===== config.mk =====
export PLATFORM = sky130hd
export DESIGN_NAME = lsu_pipe_top
export DESIGN_NICKNAME = d
export VERILOG_FILES = /design/src/source/lsu_pkg.sv /design/src/source/lsu_dmem.sv /design/src/source/lsu_ex0_decode.sv /design/src/source/lsu_ex1_agen.sv /design/src/source/lsu_ex2_result.sv /design/src/source/lsu_pipe_top.sv
export SDC_FILE = /design/constraint.sdc
export NUM_CORES = 2
export LEC_CHECK = 0
export ABC_AREA = 1
export BUFFER_PORTS_ARGS = -buffer_cell sky130_fd_sc_hd__buf_2
export CELL_PAD_IN_SITES_DETAIL_PLACEMENT = 0
export CELL_PAD_IN_SITES_GLOBAL_PLACEMENT = 1
export CORE_UTILIZATION = 45
export DETAILED_ROUTE_END_ITERATION = 10
export HOLD_SLACK_MARGIN = 0.12
export PLACE_DENSITY_LB_ADDON = 0.1
export SETUP_SLACK_MARGIN = 0.02
export SLEW_MARGIN = 15
export SYNTH_ARGS = -nofsm -noshare
export SYNTH_HDL_FRONTEND = slang
export SYNTH_SLANG_ARGS = --single-unit

===== constraint.sdc =====
create_clock -name i_clk -period 9.9 [get_ports i_clk]
set_input_delay 0.495 -clock i_clk [delete_from_list [all_inputs] [get_ports i_clk]]
set_output_delay 0.495 -clock i_clk [all_outputs]
set_load 0.05 [all_outputs]

===== src/source/lsu_pkg.sv =====
package lsu_pkg;

  // ------------------------------------------------------------------
  // Widths
  // ------------------------------------------------------------------
  localparam int XLEN       = 64;
  localparam int XBYTES     = XLEN / 8;
  localparam int OFS_W      = $clog2(XBYTES);  // Byte offset within a word
  localparam int RD_W       = 5;
  localparam int WORD_IDX_W = 32;

  // RISC-V major opcodes handled by the pipe
  localparam logic [6:0] OPC_LOAD  = 7'b0000011;
  localparam logic [6:0] OPC_STORE = 7'b0100011;
  localparam logic [6:0] OPC_AMO   = 7'b0101111;

  localparam logic [4:0] FUNCT5_LR = 5'b00010;
  localparam logic [4:0] FUNCT5_SC = 5'b00011;

  // ------------------------------------------------------------------
  // Encodings
  // ------------------------------------------------------------------
  typedef enum logic [2:0] {OP_NONE, OP_LOAD, OP_STORE, OP_LR, OP_SC} lsu_op_e;

  // log2 of the access width in bytes
  typedef enum logic [1:0] {SIZE_B, SIZE_H, SIZE_W, SIZE_DW} size_e;

  typedef enum logic [1:0] {EXC_NONE, EXC_LD_MISALIGN, EXC_ST_MISALIGN} exc_e;

  // ------------------------------------------------------------------
  // Pipe payloads
  // ------------------------------------------------------------------
  typedef struct packed {
    logic            valid;
    logic [31:0]     inst;
    logic [XLEN-1:0] rs1;
    logic [XLEN-1:0] rs2;
    logic [RD_W-1:0] rd;
  } issue_t;

  typedef struct packed {
    lsu_op_e     op;
    size_e       size;
    logic        sign;  // 1: sign-extend load data
    logic [11:0] imm;
  } ctrl_t;

  typedef struct packed {
    logic                  read;
    logic                  write;
    logic [WORD_IDX_W-1:0] word_idx;
    logic [XBYTES-1:0]     mask;
    logic [XLEN-1:0]       wdata;
  } mem_req_t;

  typedef struct packed {
    logic             valid;
    lsu_op_e          op;
    size_e            size;
    logic             sign;
    logic [RD_W-1:0]  rd;
    logic [OFS_W-1:0] offset;
    exc_e             exc;
    logic             sc_ok;
  } ex2_t;

  typedef struct packed {
    logic            valid;
    logic            rd_we;
    logic [RD_W-1:0] rd;
    logic [XLEN-1:0] data;
    exc_e            exc;
  } wb_t;

endpackage


===== src/source/lsu_dmem.sv =====
module lsu_dmem #(
  parameter int DMEM_WORDS = 64
) (
  input  logic              i_clk,
  input  lsu_pkg::mem_req_t i_req,
  output logic [63:0]       o_rd_data
);

  localparam int IDX_W = $clog2(DMEM_WORDS);

  logic [63:0]      mem [DMEM_WORDS];
  logic [63:0]      r_rd_data;
  logic [IDX_W-1:0] w_idx;

  // Upper address bits wrap onto the array
  assign w_idx = i_req.word_idx[IDX_W-1:0];

  // ------------------------------------------------------------------
  // Byte-masked write, one lane per mask bit
  // ------------------------------------------------------------------
  always_ff @(posedge i_clk) begin
    if (i_req.write) begin
      for (int b = 0; b < 8; b++) begin
        if (i_req.mask[b]) begin
          mem[w_idx][b*8 +: 8] <= i_req.wdata[b*8 +: 8];
        end
      end
    end
  end

  // Registered read, data valid in the following cycle
  always_ff @(posedge i_clk) begin
    if (i_req.read) begin
      r_rd_data <= mem[w_idx];
    end
  end

  assign o_rd_data = r_rd_data;

endmodule


===== src/source/lsu_ex0_decode.sv =====
module lsu_ex0_decode
  import lsu_pkg::*;
(
  input  logic   i_clk,
  input  logic   i_reset_n,
  input  issue_t i_issue,
  output issue_t o_issue,
  output ctrl_t  o_ctrl
);

  issue_t     r_issue;
  logic [6:0] w_opcode;
  logic [2:0] w_funct3;
  logic [4:0] w_funct5;

  // Issue register, start of EX0
  always_ff @(posedge i_clk, negedge i_reset_n) begin
    if (!i_reset_n) begin
      r_issue <= '0;
    end else begin
      r_issue <= i_issue;
    end
  end

  assign w_opcode = r_issue.inst[6:0];
  assign w_funct3 = r_issue.inst[14:12];
  assign w_funct5 = r_issue.inst[31:27];

  // ------------------------------------------------------------------
  // Decode
  // ------------------------------------------------------------------
  always_comb begin
    o_ctrl      = '0;
    o_ctrl.op   = OP_NONE;
    o_ctrl.size = size_e'(w_funct3[1:0]);
    case (w_opcode)
      OPC_LOAD: begin
        o_ctrl.op   = OP_LOAD;
        o_ctrl.sign = ~w_funct3[2];  // LBU/LHU/LWU
        o_ctrl.imm  = r_issue.inst[31:20];
      end
      OPC_STORE: begin
        if (!w_funct3[2]) begin
          o_ctrl.op  = OP_STORE;
          o_ctrl.imm = {r_issue.inst[31:25], r_issue.inst[11:7]};
        end
      end
      OPC_AMO: begin
        // Only .W and .D forms exist
        if (w_funct3 == 3'b010 || w_funct3 == 3'b011) begin
          if (w_funct5 == FUNCT5_LR) begin
            o_ctrl.op = OP_LR;
          end else if (w_funct5 == FUNCT5_SC) begin
            o_ctrl.op = OP_SC;
          end
        end
      end
      default: begin
        o_ctrl.op = OP_NONE;
      end
    endcase
  end

  assign o_issue = r_issue;

endmodule


===== src/source/lsu_ex1_agen.sv =====
module lsu_ex1_agen
  import lsu_pkg::*;
(
  input  logic     i_clk,
  input  logic     i_reset_n,
  input  issue_t   i_issue,
  input  ctrl_t    i_ctrl,
  output mem_req_t o_mem_req,
  output ex2_t     o_ex2
);

  issue_t            r_ex1_issue;
  ctrl_t             r_ex1_ctrl;
  ex2_t              r_ex2;
  logic              r_resv_valid;
  logic [XLEN-4:0]   r_resv_word;

  logic [XLEN-1:0]   w_addr;
  logic              w_misalign;
  logic [XBYTES-1:0] w_lane_mask;
  logic              w_is_read_op;
  logic              w_is_write_op;
  logic              w_sc_ok;
  exc_e              w_exc;

  always_ff @(posedge i_clk, negedge i_reset_n) begin
    if (!i_reset_n) begin
      r_ex1_issue <= '0;
      r_ex1_ctrl  <= '0;
    end else begin
      r_ex1_issue <= i_issue;
      r_ex1_ctrl  <= i_ctrl;
    end
  end

  // ------------------------------------------------------------------
  // Address and alignment
  // ------------------------------------------------------------------
  assign w_addr = r_ex1_issue.rs1 + {{(XLEN-12){r_ex1_ctrl.imm[11]}}, r_ex1_ctrl.imm};

  always_comb begin
    case (r_ex1_ctrl.size)
      SIZE_B:  begin w_misalign = 1'b0;            w_lane_mask = XBYTES'(8'h01); end
      SIZE_H:  begin w_misalign = w_addr[0];       w_lane_mask = XBYTES'(8'h03); end
      SIZE_W:  begin w_misalign = |w_addr[1:0];    w_lane_mask = XBYTES'(8'h0f); end
      default: begin w_misalign = |w_addr[2:0];    w_lane_mask = '1;             end
    endcase
  end

  assign w_is_read_op  = (r_ex1_ctrl.op == OP_LOAD) || (r_ex1_ctrl.op == OP_LR);
  assign w_is_write_op = (r_ex1_ctrl.op == OP_STORE) || (r_ex1_ctrl.op == OP_SC);

  assign w_exc = !w_misalign    ? EXC_NONE :
                 w_is_read_op   ? EXC_LD_MISALIGN :
                 w_is_write_op  ? EXC_ST_MISALIGN : EXC_NONE;

  // SC hits only a live reservation on the same word
  assign w_sc_ok = (r_ex1_ctrl.op == OP_SC) && !w_misalign && r_resv_valid &&
                   (r_resv_word == w_addr[XLEN-1:OFS_W]);

  always_comb begin
    o_mem_req          = '0;
    o_mem_req.read     = r_ex1_issue.valid && !w_misalign && w_is_read_op;
    o_mem_req.write    = r_ex1_issue.valid && !w_misalign &&
                         ((r_ex1_ctrl.op == OP_STORE) || w_sc_ok);
    o_mem_req.word_idx = w_addr[OFS_W +: WORD_IDX_W];
    o_mem_req.mask     = w_lane_mask << w_addr[OFS_W-1:0];
    o_mem_req.wdata    = r_ex1_issue.rs2 << {w_addr[OFS_W-1:0], 3'b000};
  end

  // ------------------------------------------------------------------
  // LR/SC reservation and EX2 register
  // ------------------------------------------------------------------
  always_ff @(posedge i_clk, negedge i_reset_n) begin
    if (!i_reset_n) begin
      r_resv_valid <= 1'b0;
      r_resv_word  <= '0;
      r_ex2        <= '0;
    end else begin
      if (r_ex1_issue.valid && (r_ex1_ctrl.op == OP_LR) && !w_misalign) begin
        r_resv_valid <= 1'b1;
        r_resv_word  <= w_addr[XLEN-1:OFS_W];
      end else if (r_ex1_issue.valid && (r_ex1_ctrl.op == OP_SC)) begin
        r_resv_valid <= 1'b0;  // Pass or fail
      end
      r_ex2.valid  <= r_ex1_issue.valid;
      r_ex2.op     <= r_ex1_ctrl.op;
      r_ex2.size   <= r_ex1_ctrl.size;
      r_ex2.sign   <= r_ex1_ctrl.sign;
      r_ex2.rd     <= r_ex1_issue.rd;
      r_ex2.offset <= w_addr[OFS_W-1:0];
      r_ex2.exc    <= w_exc;
      r_ex2.sc_ok  <= w_sc_ok;
    end
  end

  assign o_ex2 = r_ex2;

endmodule


===== src/source/lsu_ex2_result.sv =====
module lsu_ex2_result
  import lsu_pkg::*;
(
  input  logic            i_clk,
  input  logic            i_reset_n,
  input  ex2_t            i_ex2,
  input  logic [XLEN-1:0] i_rd_data,
  output wb_t             o_wb
);

  logic [XLEN-1:0] w_shifted;
  logic [XLEN-1:0] w_load_data;
  logic [XLEN-1:0] w_result;
  logic            w_signed;
  logic            w_writes_rd;
  wb_t             w_wb_next;
  wb_t             r_wb;

  // ------------------------------------------------------------------
  // Lane extraction
  // ------------------------------------------------------------------
  assign w_shifted = i_rd_data >> {i_ex2.offset, 3'b000};

  // LR.W result is always sign-extended
  assign w_signed = i_ex2.sign || (i_ex2.op == OP_LR);

  always_comb begin
    case (i_ex2.size)
      SIZE_B: begin
        w_load_data = {{(XLEN-8){w_signed & w_shifted[7]}}, w_shifted[7:0]};
      end
      SIZE_H: begin
        w_load_data = {{(XLEN-16){w_signed & w_shifted[15]}}, w_shifted[15:0]};
      end
      SIZE_W: begin
        w_load_data = {{(XLEN-32){w_signed & w_shifted[31]}}, w_shifted[31:0]};
      end
      default: begin
        w_load_data = w_shifted;
      end
    endcase
  end

  // ------------------------------------------------------------------
  // Result select
  // ------------------------------------------------------------------
  always_comb begin
    w_result = '0;
    if (i_ex2.exc == EXC_NONE) begin
      case (i_ex2.op)
        OP_LOAD, OP_LR: w_result = w_load_data;
        OP_SC:          w_result = XLEN'(!i_ex2.sc_ok);  // 0 on success
        default:        w_result = '0;
      endcase
    end
  end

  assign w_writes_rd = (i_ex2.op == OP_LOAD) || (i_ex2.op == OP_LR) ||
                       (i_ex2.op == OP_SC);

  always_comb begin
    w_wb_next.valid = i_ex2.valid;
    w_wb_next.rd_we = i_ex2.valid && w_writes_rd && (i_ex2.exc == EXC_NONE) &&
                      (i_ex2.rd != '0);  // x0 is never written
    w_wb_next.rd    = i_ex2.rd;
    w_wb_next.data  = w_result;
    w_wb_next.exc   = i_ex2.exc;
  end

  // EX3 writeback register
  always_ff @(posedge i_clk, negedge i_reset_n) begin
    if (!i_reset_n) begin
      r_wb <= '0;
    end else begin
      r_wb <= w_wb_next;
    end
  end

  assign o_wb = r_wb;

endmodule


===== src/source/lsu_pipe_top.sv =====
module lsu_pipe_top
  import lsu_pkg::*;
#(
  parameter int DMEM_WORDS = 64
) (
  input  logic   i_clk,
  input  logic   i_reset_n,
  input  issue_t i_issue,
  output wb_t    o_wb
);

  issue_t          r_ex0_issue;
  ctrl_t           ex0_ctrl;
  mem_req_t        mem_req;
  ex2_t            ex2;
  logic [XLEN-1:0] rd_data;

  // ------------------------------------------------------------------
  // EX0 issue register and decode
  // ------------------------------------------------------------------
  lsu_ex0_decode u_ex0_decode (
    .i_clk     (i_clk),
    .i_reset_n (i_reset_n),
    .i_issue   (i_issue),
    .o_issue   (r_ex0_issue),
    .o_ctrl    (ex0_ctrl)
  );

  // EX1 address, memory request, reservation
  lsu_ex1_agen u_ex1_agen (
    .i_clk     (i_clk),
    .i_reset_n (i_reset_n),
    .i_issue   (r_ex0_issue),
    .i_ctrl    (ex0_ctrl),
    .o_mem_req (mem_req),
    .o_ex2     (ex2)
  );

  lsu_dmem #(
    .DMEM_WORDS (DMEM_WORDS)
  ) u_dmem (
    .i_clk     (i_clk),
    .i_req     (mem_req),
    .o_rd_data (rd_data)
  );

  // EX2 data alignment, EX3 writeback
  lsu_ex2_result u_ex2_result (
    .i_clk     (i_clk),
    .i_reset_n (i_reset_n),
    .i_ex2     (ex2),
    .i_rd_data (rd_data),
    .o_wb      (o_wb)
  );

endmodule


# Word-level counts from Yosys, hierarchy flattened
# Memory sizes are Yosys's and may differ from the RTL's. A register that Yosys moved wholly into a read port is not among the register bits.
# Cells that the tools add are included.
classes:
  n_div: 0
  n_mul: 0
  eq_ne: 19
  add_sub_neg: 1
  muxes: 42
  bitwise: 4
  reduce_logical: 29
  n_lt_le_gt_ge: 0
  n_shift: 3
op_table:
  columns: ["cell", "n"]
  rows:
  - ["$pmux W64 S3", 1]
  - ["$pmux W64 S2", 1]
  - ["$add A64 B64 Y64", 1]
  - ["$mux W64", 1]
  - ["$shl A64 B6 Y64", 1]
  - ["$shr A64 B6 Y64", 1]
  - ["$eq A61 B61 Y1", 1]
  - ["$mux W1", 27]
  - ["$pmux W12 S2", 1]
  - ["$pmux W8 S3", 1]
  - ["$eq A3 B2 Y1 const B", 5]
  - ["$eq A7 B6 Y1 const B", 2]
  - ["$logic_and A1 B1 Y1", 12]
  - ["$mux W12", 1]
  - ["$eq A5 B2 Y1 const B", 2]
  - ["$mux W3", 3]
  - ["$pmux W3 S3", 1]
  - ["$mux W2", 4]
  - ["$shl A8 B3 Y8", 1]
  - ["$eq A7 B2 Y1 const B", 1]
  - ["$logic_or A1 B1 Y1", 7]
  - ["$eq A3 B1 Y1 const B", 2]
  - ["$eq A3 B3 Y1 const B", 2]
  - ["$logic_not A2 Y1", 3]
  - ["10 further kinds", 16]
totals:
  inputBits: 168
  reg_bits: 471
  word_cells: 127
  memories: 1
  output_inout_bits: 73
  mem_bits_ro: 0
  latchBits: 0
  mem_bits_rw: 4096
memory_table:
  columns: ["memory", "depth", "word_bits", "read_ports", "rd_clocked_by_memory_dff", "write_ports", "line", "source"]
  rows:
  - ["u_dmem.mem", 64, 64, 1, 1, 1, "lsu_dmem.sv:11", "logic [63:0] mem [DMEM_WORDS];"]

# Depth between registers and ports, before layout
depth:
  ltp_word: 11
  mapped_depth: 26
  depth_no_buf: 25

# By module
# From an unflattened synthesis, not the netlist that was laid out.
hier_totals:
  cells_unflattened: 20803
  area_unflattened_um2: 200662.5
modules_own_cells:
  columns: ["mod", "seq_area_each_um2", "area_each_um2", "cells_each", "n_inst"]
  rows:
  - ["lsu_dmem", 124919.8, 175155.5, 17368, 1]
  - ["lsu_ex1_agen", 5805.6, 16268.1, 2539, 1]
  - ["lsu_ex0_decode", 4154.0, 4630.7, 254, 1]
  - ["lsu_ex2_result", 1826.8, 4608.2, 642, 1]

# Worst setup path before layout
# Ideal clock, no wire load.
synth_timing:
  kind: "reg2reg"
  startpoint: "register u_ex1_agen.r_ex1_ctrl[0] (netlist name)"
  endpoint: "register u_dmem.r_rd_data[0], in the netlist u_dmem.o_rd_data[0] (read register of u_dmem.mem), enable pin"
  required_ns: 9.414
  t_arrival_ns: 4.810
  path_buffers: 1
  period_less_slack_ns: 5.296
  setup_slack_ns: 4.604
  setup_time_ns: 0.486
  stages_incl_launch_ff: 13
  cell_sequence: "dfrtp_1 > ha_1 > inv_1 > fa_1 > buf_2 > inv_2 > nor2_1 > nand2_2 > nand2_1 > nand2_2 > nor2_8 > inv_1 > nor2_1"
synth_lines:
  columns: ["element", "line", "source"]
  rows:
  - ["start: declaration", "lsu_ex1_agen.sv:13", "ctrl_t r_ex1_ctrl;"]
  - ["start signal: assignment", "lsu_ex1_agen.sv:32", "r_ex1_ctrl <= i_ctrl;"]
  - ["end: declaration", "lsu_dmem.sv:12", "logic [63:0] r_rd_data;"]

# Worst setup path in the final report
layout_timing:
  startpoint: "register u_ex1_agen.r_ex1_ctrl[0] (netlist name)"
  endpoint: "memory u_dmem.mem[25][34], enable pin"
layout_between:
  elab_chain_cells: 11
  word_cells_on_any_way: 16
  cone_classes: "1 x add/sub; 1 x eq/ne; 1 x shift; 4 x mux; 9 x reduce/logical"
layout_lines:
  columns: ["element", "line", "source"]
  rows:
  - ["$add A64 B64 Y64 *", "lsu_ex1_agen.sv:39", "assign w_addr = r_ex1_issue.rs1 + {{(XLEN-12){r_ex1_ctrl.imm[11]}}, r_ex1_ctrl.imm};"]
  - ["$reduce_or A3 Y1 / $reduce_or A2 Y1 (equally long branches)", "lsu_ex1_agen.sv:46, lsu_ex1_agen.sv:45", null]
  - ["$pmux W1 S3", "lsu_ex1_agen.sv:42", "case (r_ex1_ctrl.size)"]
  - ["$logic_not A1 Y1", null, null]
  - ["$logic_and A1 B1 Y1 (3 in a row)", "lsu_ex1_agen.sv:58", "assign w_sc_ok = (r_ex1_ctrl.op == OP_SC) && !w_misalign && r_resv_valid &&"]
  - ["$logic_or A1 B1 Y1", "lsu_ex1_agen.sv:65", "((r_ex1_ctrl.op == OP_STORE) || w_sc_ok);"]
  - ["$logic_and A1 B1 Y1", "lsu_ex1_agen.sv:64", "o_mem_req.write = r_ex1_issue.valid && !w_misalign &&"]
  - ["$mux W1", "lsu_dmem.sv:22", "if (i_req.write) begin"]
  - ["$mux W1 (implied by the code)", "lsu_dmem.sv:25", "mem[w_idx][b*8 +: 8] <= i_req.wdata[b*8 +: 8];"]
  - ["end: declaration", "lsu_dmem.sv:11", null]
# Mark *: on every way between the ends. The rest lies on a longest branch, timed or not.

==> qor.yml <==
wl_mm: 615.4
nFillCells: 33500
dpl.hpwl_mm: 376.0
pin_count: 241
layout_min_cycle_time_ns: 7.136
row_count: 231
ctsHtreeMaxLevel: 5
critical_path.startpoint_type: "register"
post-route-util_pct: 52.24
die_y_microns: 634.3
postSynthCellCount: 13630
hold_path.class: "input port to register"
via_per_inst: 5.794
synthesis.area_sq_um: 179900
worst_slew_margin_rel_pct: 14.42
setup_tns_ns: 0
path_class: "register to register"
clock_sink_count: 4626
io_buffer_count: 235
place_congestion: 0.8930
drt.antenna.violating_nets: 0
post-route-worst-setup-slack_ns: 2.764
clock.fmax_ghz: 0.1401
clk_latency_ns: 1.03
global_route.overflow_total: 0
number_of_cells_in_the_finished_layout_apart_from_fillers: 20000
via_count: 115900
detail_route.wl_per_cell_microns: 30.76
report.final.setup_viol: 0
drc_errors: 0
cts_tree: "built"
die_extent_in_x_microns: 634.3
total_number_of_nets_in_the_final_design: 14490
synthToLayoutAreaGrowth_pct: 15.24
mean_cell_area_of_the_mapped_netlist_sq_um: 13.20
design.core.area_sq_um: 396800
synth-seq-cells: 4626
grt_setup_unrepaired: "no"
timing.final.hold_violations: 0
ctsResizeCount: 0
wire_length_of_the_first_global_routing_pass_mm: 847.9
antenna_found_initial: 75
drive_gt1_share_pct: 9.219
result_of_the_run: "finished, final reports clean"
syn-num-nets: 13860
cts_root_buf: "sky130_fd_sc_hd__clkbuf_16"
synth_sequential_area_ratio_pct: 75.92
synth_enable_flop_cells: 4160
starting_density_pct: 45.33
cap_viol_max_count: 0
crit_path_end_kind: "register"
yosysWarningCount: 0
ir_worst_vdd_mv: 0.1711
postCtsSetupRepairBufs: 0
global_route.usage.total_pct: 29.99
drt_first_pass_iters: 7
period_share_pct: 72.08
critPathRequiredTime_ns: 10.52
power_density_of_the_placed_cells_nw_per_um2: 202.9
ys_async_sr_fraction_pct: 10.07
grt_max_degree: 151
dp_cells: 18700
postSynth.topFlopCell: "sky130_fd_sc_hd__edfxtp_1"
cts-root-to-sink-buffers: 4
dr.first_iter.drc_count: 14460
finish.instance_area_sq_um: 207300
static_leak_nw: 78.19
max_slew.worst_pin.slew_ns: 1.281
clk_transition_reported_paths_ns: 0.06
clock_skew_ns: 0.06424
critical_path_arrival_ns: 7.75
dpl_worst_slack_ns: 2.936
synth_cell_type_count: 53
cts-buffers-inserted: 474
design.die.area_sq_um: 402300
maxSlewViolCount: 0
critical_path_peak_fanout: 64
dpl_cell_area_sq_um: 188100
number_of_global_route_vias_before_repair: 109600
[cell usage after synthesis (all sizes together) (2+ instances only)]
cell | number | share of area (%)
o2111a | 34 | 0.21
o31ai | 85 | 0.35
mux2i | 26 | 0.14
a221oi | 297 | 1.4
nor2 | 853 | 1.8
clkbuf | 394 | 0.82
o41ai | 4 | 0.019
o21ai | 542 | 1.5
a31o | 2 | 0.0097
and3 | 4 | 0.014
o2bb2ai | 50 | 0.24
xor3 | 2 | 0.026
buf | 248 | 0.63
o22ai | 8 | 0.028
or2 | 22 | 0.077
nand3b | 22 | 0.092
nor3b | 2 | 0.0083
o311ai | 5 | 0.024
edfxtp | 4160 | 69
a21oi | 295 | 0.82
xor2 | 18 | 0.096
a211oi | 13 | 0.054
o2111ai | 69 | 0.34
nor4 | 4 | 0.014
o21bai | 11 | 0.046
o21a | 6 | 0.025
nand3 | 305 | 0.91
inv | 826 | 1.7
xnor3 | 10 | 0.13
a31oi | 3 | 0.010
dfrtp | 466 | 6.5
ha | 63 | 0.44
a22oi | 4 | 0.017
nand4 | 460 | 1.6
a21o | 4 | 0.017
xnor2 | 4 | 0.024
a22o | 472 | 2.3
nor3 | 43 | 0.12
nand2 | 3769 | 7.9
o211ai | 13 | 0.054
clkinv | 7 | 0.015
[placed cells by master, fill, tap and decap left out, drive strengths merged, types with 8 or more instances in the layout]
cell type	n
a221oi	297
or2	22
mux2i	26
o31ai	85
clkbuf	583
o2bb2ai	50
ha	63
o2111a	34
inv	845
clkinvlp	13
o211ai	13
o21ai	542
xnor3	10
o2111ai	69
nand3	305
dlygate4sd3	324
clkinv	215
a211oi	13
xor2	18
a22o	472
nor2	853
a21oi	295
buf	477
nand3b	22
dfrtp	466
edfxtp	4160
nand4	460
o21bai	11
bufinv	57
nand2	3769
nor3	43
diode	95
o22ai	8
[metrics by stage]
stage               hold slack (ns)  power [mW]
floorplan                    0.1994       22.96
global placement             0.3312       24.08
detailed placement           0.3347       24.11
CTS                          0.1259       42.19
global route                 0.1626       42.98
finish                       0.1735       42.06
[metal layers]
layer / share of wire, % / vias up / GRT usage, %
met4: 4.2 / 22 / 12.44
li1: - / 50540 / -
met5: 0.024 / - / 0
met3: 8.8 / 899 / 5.339
met2: 46 / 5467 / 46.69
met1: 41 / 58960 / 41.79
[repair_timing]
action | CTS | global route
hold buffers | 324 | 0
hold endpoints to repair | 267 | 0
setup endpoints to repair | 0 | 0
[state kept, by name, indices dropped and copies added, names as in the netlist]
name,count
u_ex1_agen.o_ex2,18
u_dmem.mem,4096
u_ex2_result.o_wb,73
u_ex0_decode.o_issue,159
u_dmem.o_rd_data,64
u_ex0_decode.o_ctrl,2
u_ex1_agen.r_ex1_issue,134
u_ex1_agen.r_ex1_ctrl,18
u_ex1_agen.r_resv_word,61
u_ex1_agen.r_resv_valid,1
[path summary, 6_finish.rpt]
path	to	depth (start not counted)	slack (ns)	start
worst max-delay path	u_dmem.mem[25][34]	21	2.76	u_ex1_agen.r_ex1_ctrl[0]
worst min-delay path	u_ex0_decode.o_issue[120]	2	0.17	i_issue[120]
worst max register to register	u_dmem.mem[25][34]	21	2.76	u_ex1_agen.r_ex1_ctrl[0]
worst min register to register	u_ex1_agen.r_ex1_issue[81]	0	0.34	u_ex0_decode.o_issue[81]
max in group asynchronous	u_ex1_agen.r_ex1_issue[24]	5	7.10	i_reset_n
min in group asynchronous	u_ex0_decode.o_issue[117]	3	0.69	i_reset_n
[cells by family after synthesis]
family | count (synthesis) | synth area share, %
multiplexers | 26 | 0.1447
adder cells (fa/ha/maj) | 64 | 0.4493
buffers and inverters | 1475 | 3.189
AO/OA/AOI/OAI | 1917 | 7.524
AND/OR/NAND/NOR | 5485 | 12.50
XOR/XNOR | 34 | 0.2713
flip-flops | 4626 | 75.92
[area by class of cell]
cell class | instances | area, sq um | share of cell area [%]
clock inverters | 297 | 3035 | 1.464
multi-input cells | 7526 | 38420 | 18.53
repair buffers | 801 | 6584 | 3.176
flip-flops and latches | 4626 | 136600 | 65.89
clock buffers | 583 | 12690 | 6.124
inverters | 833 | 3188 | 1.538
diodes | 95 | 237.7 | 0.1147
well taps | 5242 | 6559 | 3.164
[critical path, cell delays in order, from the launching register on]
cell and delay [ns]:
sky130_fd_sc_hd__dfrtp_1 0.37, sky130_fd_sc_hd__ha_4 0.16, sky130_fd_sc_hd__inv_1 0.05, sky130_fd_sc_hd__fa_2 0.60
sky130_fd_sc_hd__inv_2 0.28, sky130_fd_sc_hd__nor2_1 0.45, sky130_fd_sc_hd__nand2_2 0.37, sky130_fd_sc_hd__nand2_1 0.18
sky130_fd_sc_hd__nand2_2 0.17, sky130_fd_sc_hd__nor2_1 0.19, sky130_fd_sc_hd__o21ai_1 0.10, sky130_fd_sc_hd__nor2_1 0.28
sky130_fd_sc_hd__nand3_1 0.12, sky130_fd_sc_hd__nor2_1 0.14, sky130_fd_sc_hd__nand3_1 0.10, sky130_fd_sc_hd__nor2_1 0.22
sky130_fd_sc_hd__nand3_1 0.11, sky130_fd_sc_hd__nor2_1 0.14, sky130_fd_sc_hd__nand2_1 0.26, sky130_fd_sc_hd__nand2_4 0.35
sky130_fd_sc_hd__nand3_4 0.79, sky130_fd_sc_hd__nor2_1 1.17
[power breakdown]
group          total [mW]  internal, mW  switching [mW]
Combinational        2.23         0.470            1.76
Clock                18.2          10.6            7.68
Sequential           21.6          21.5          0.0403
Total                42.1          32.6            9.48
No activity file was read; power rests on OpenSTA's default activity.
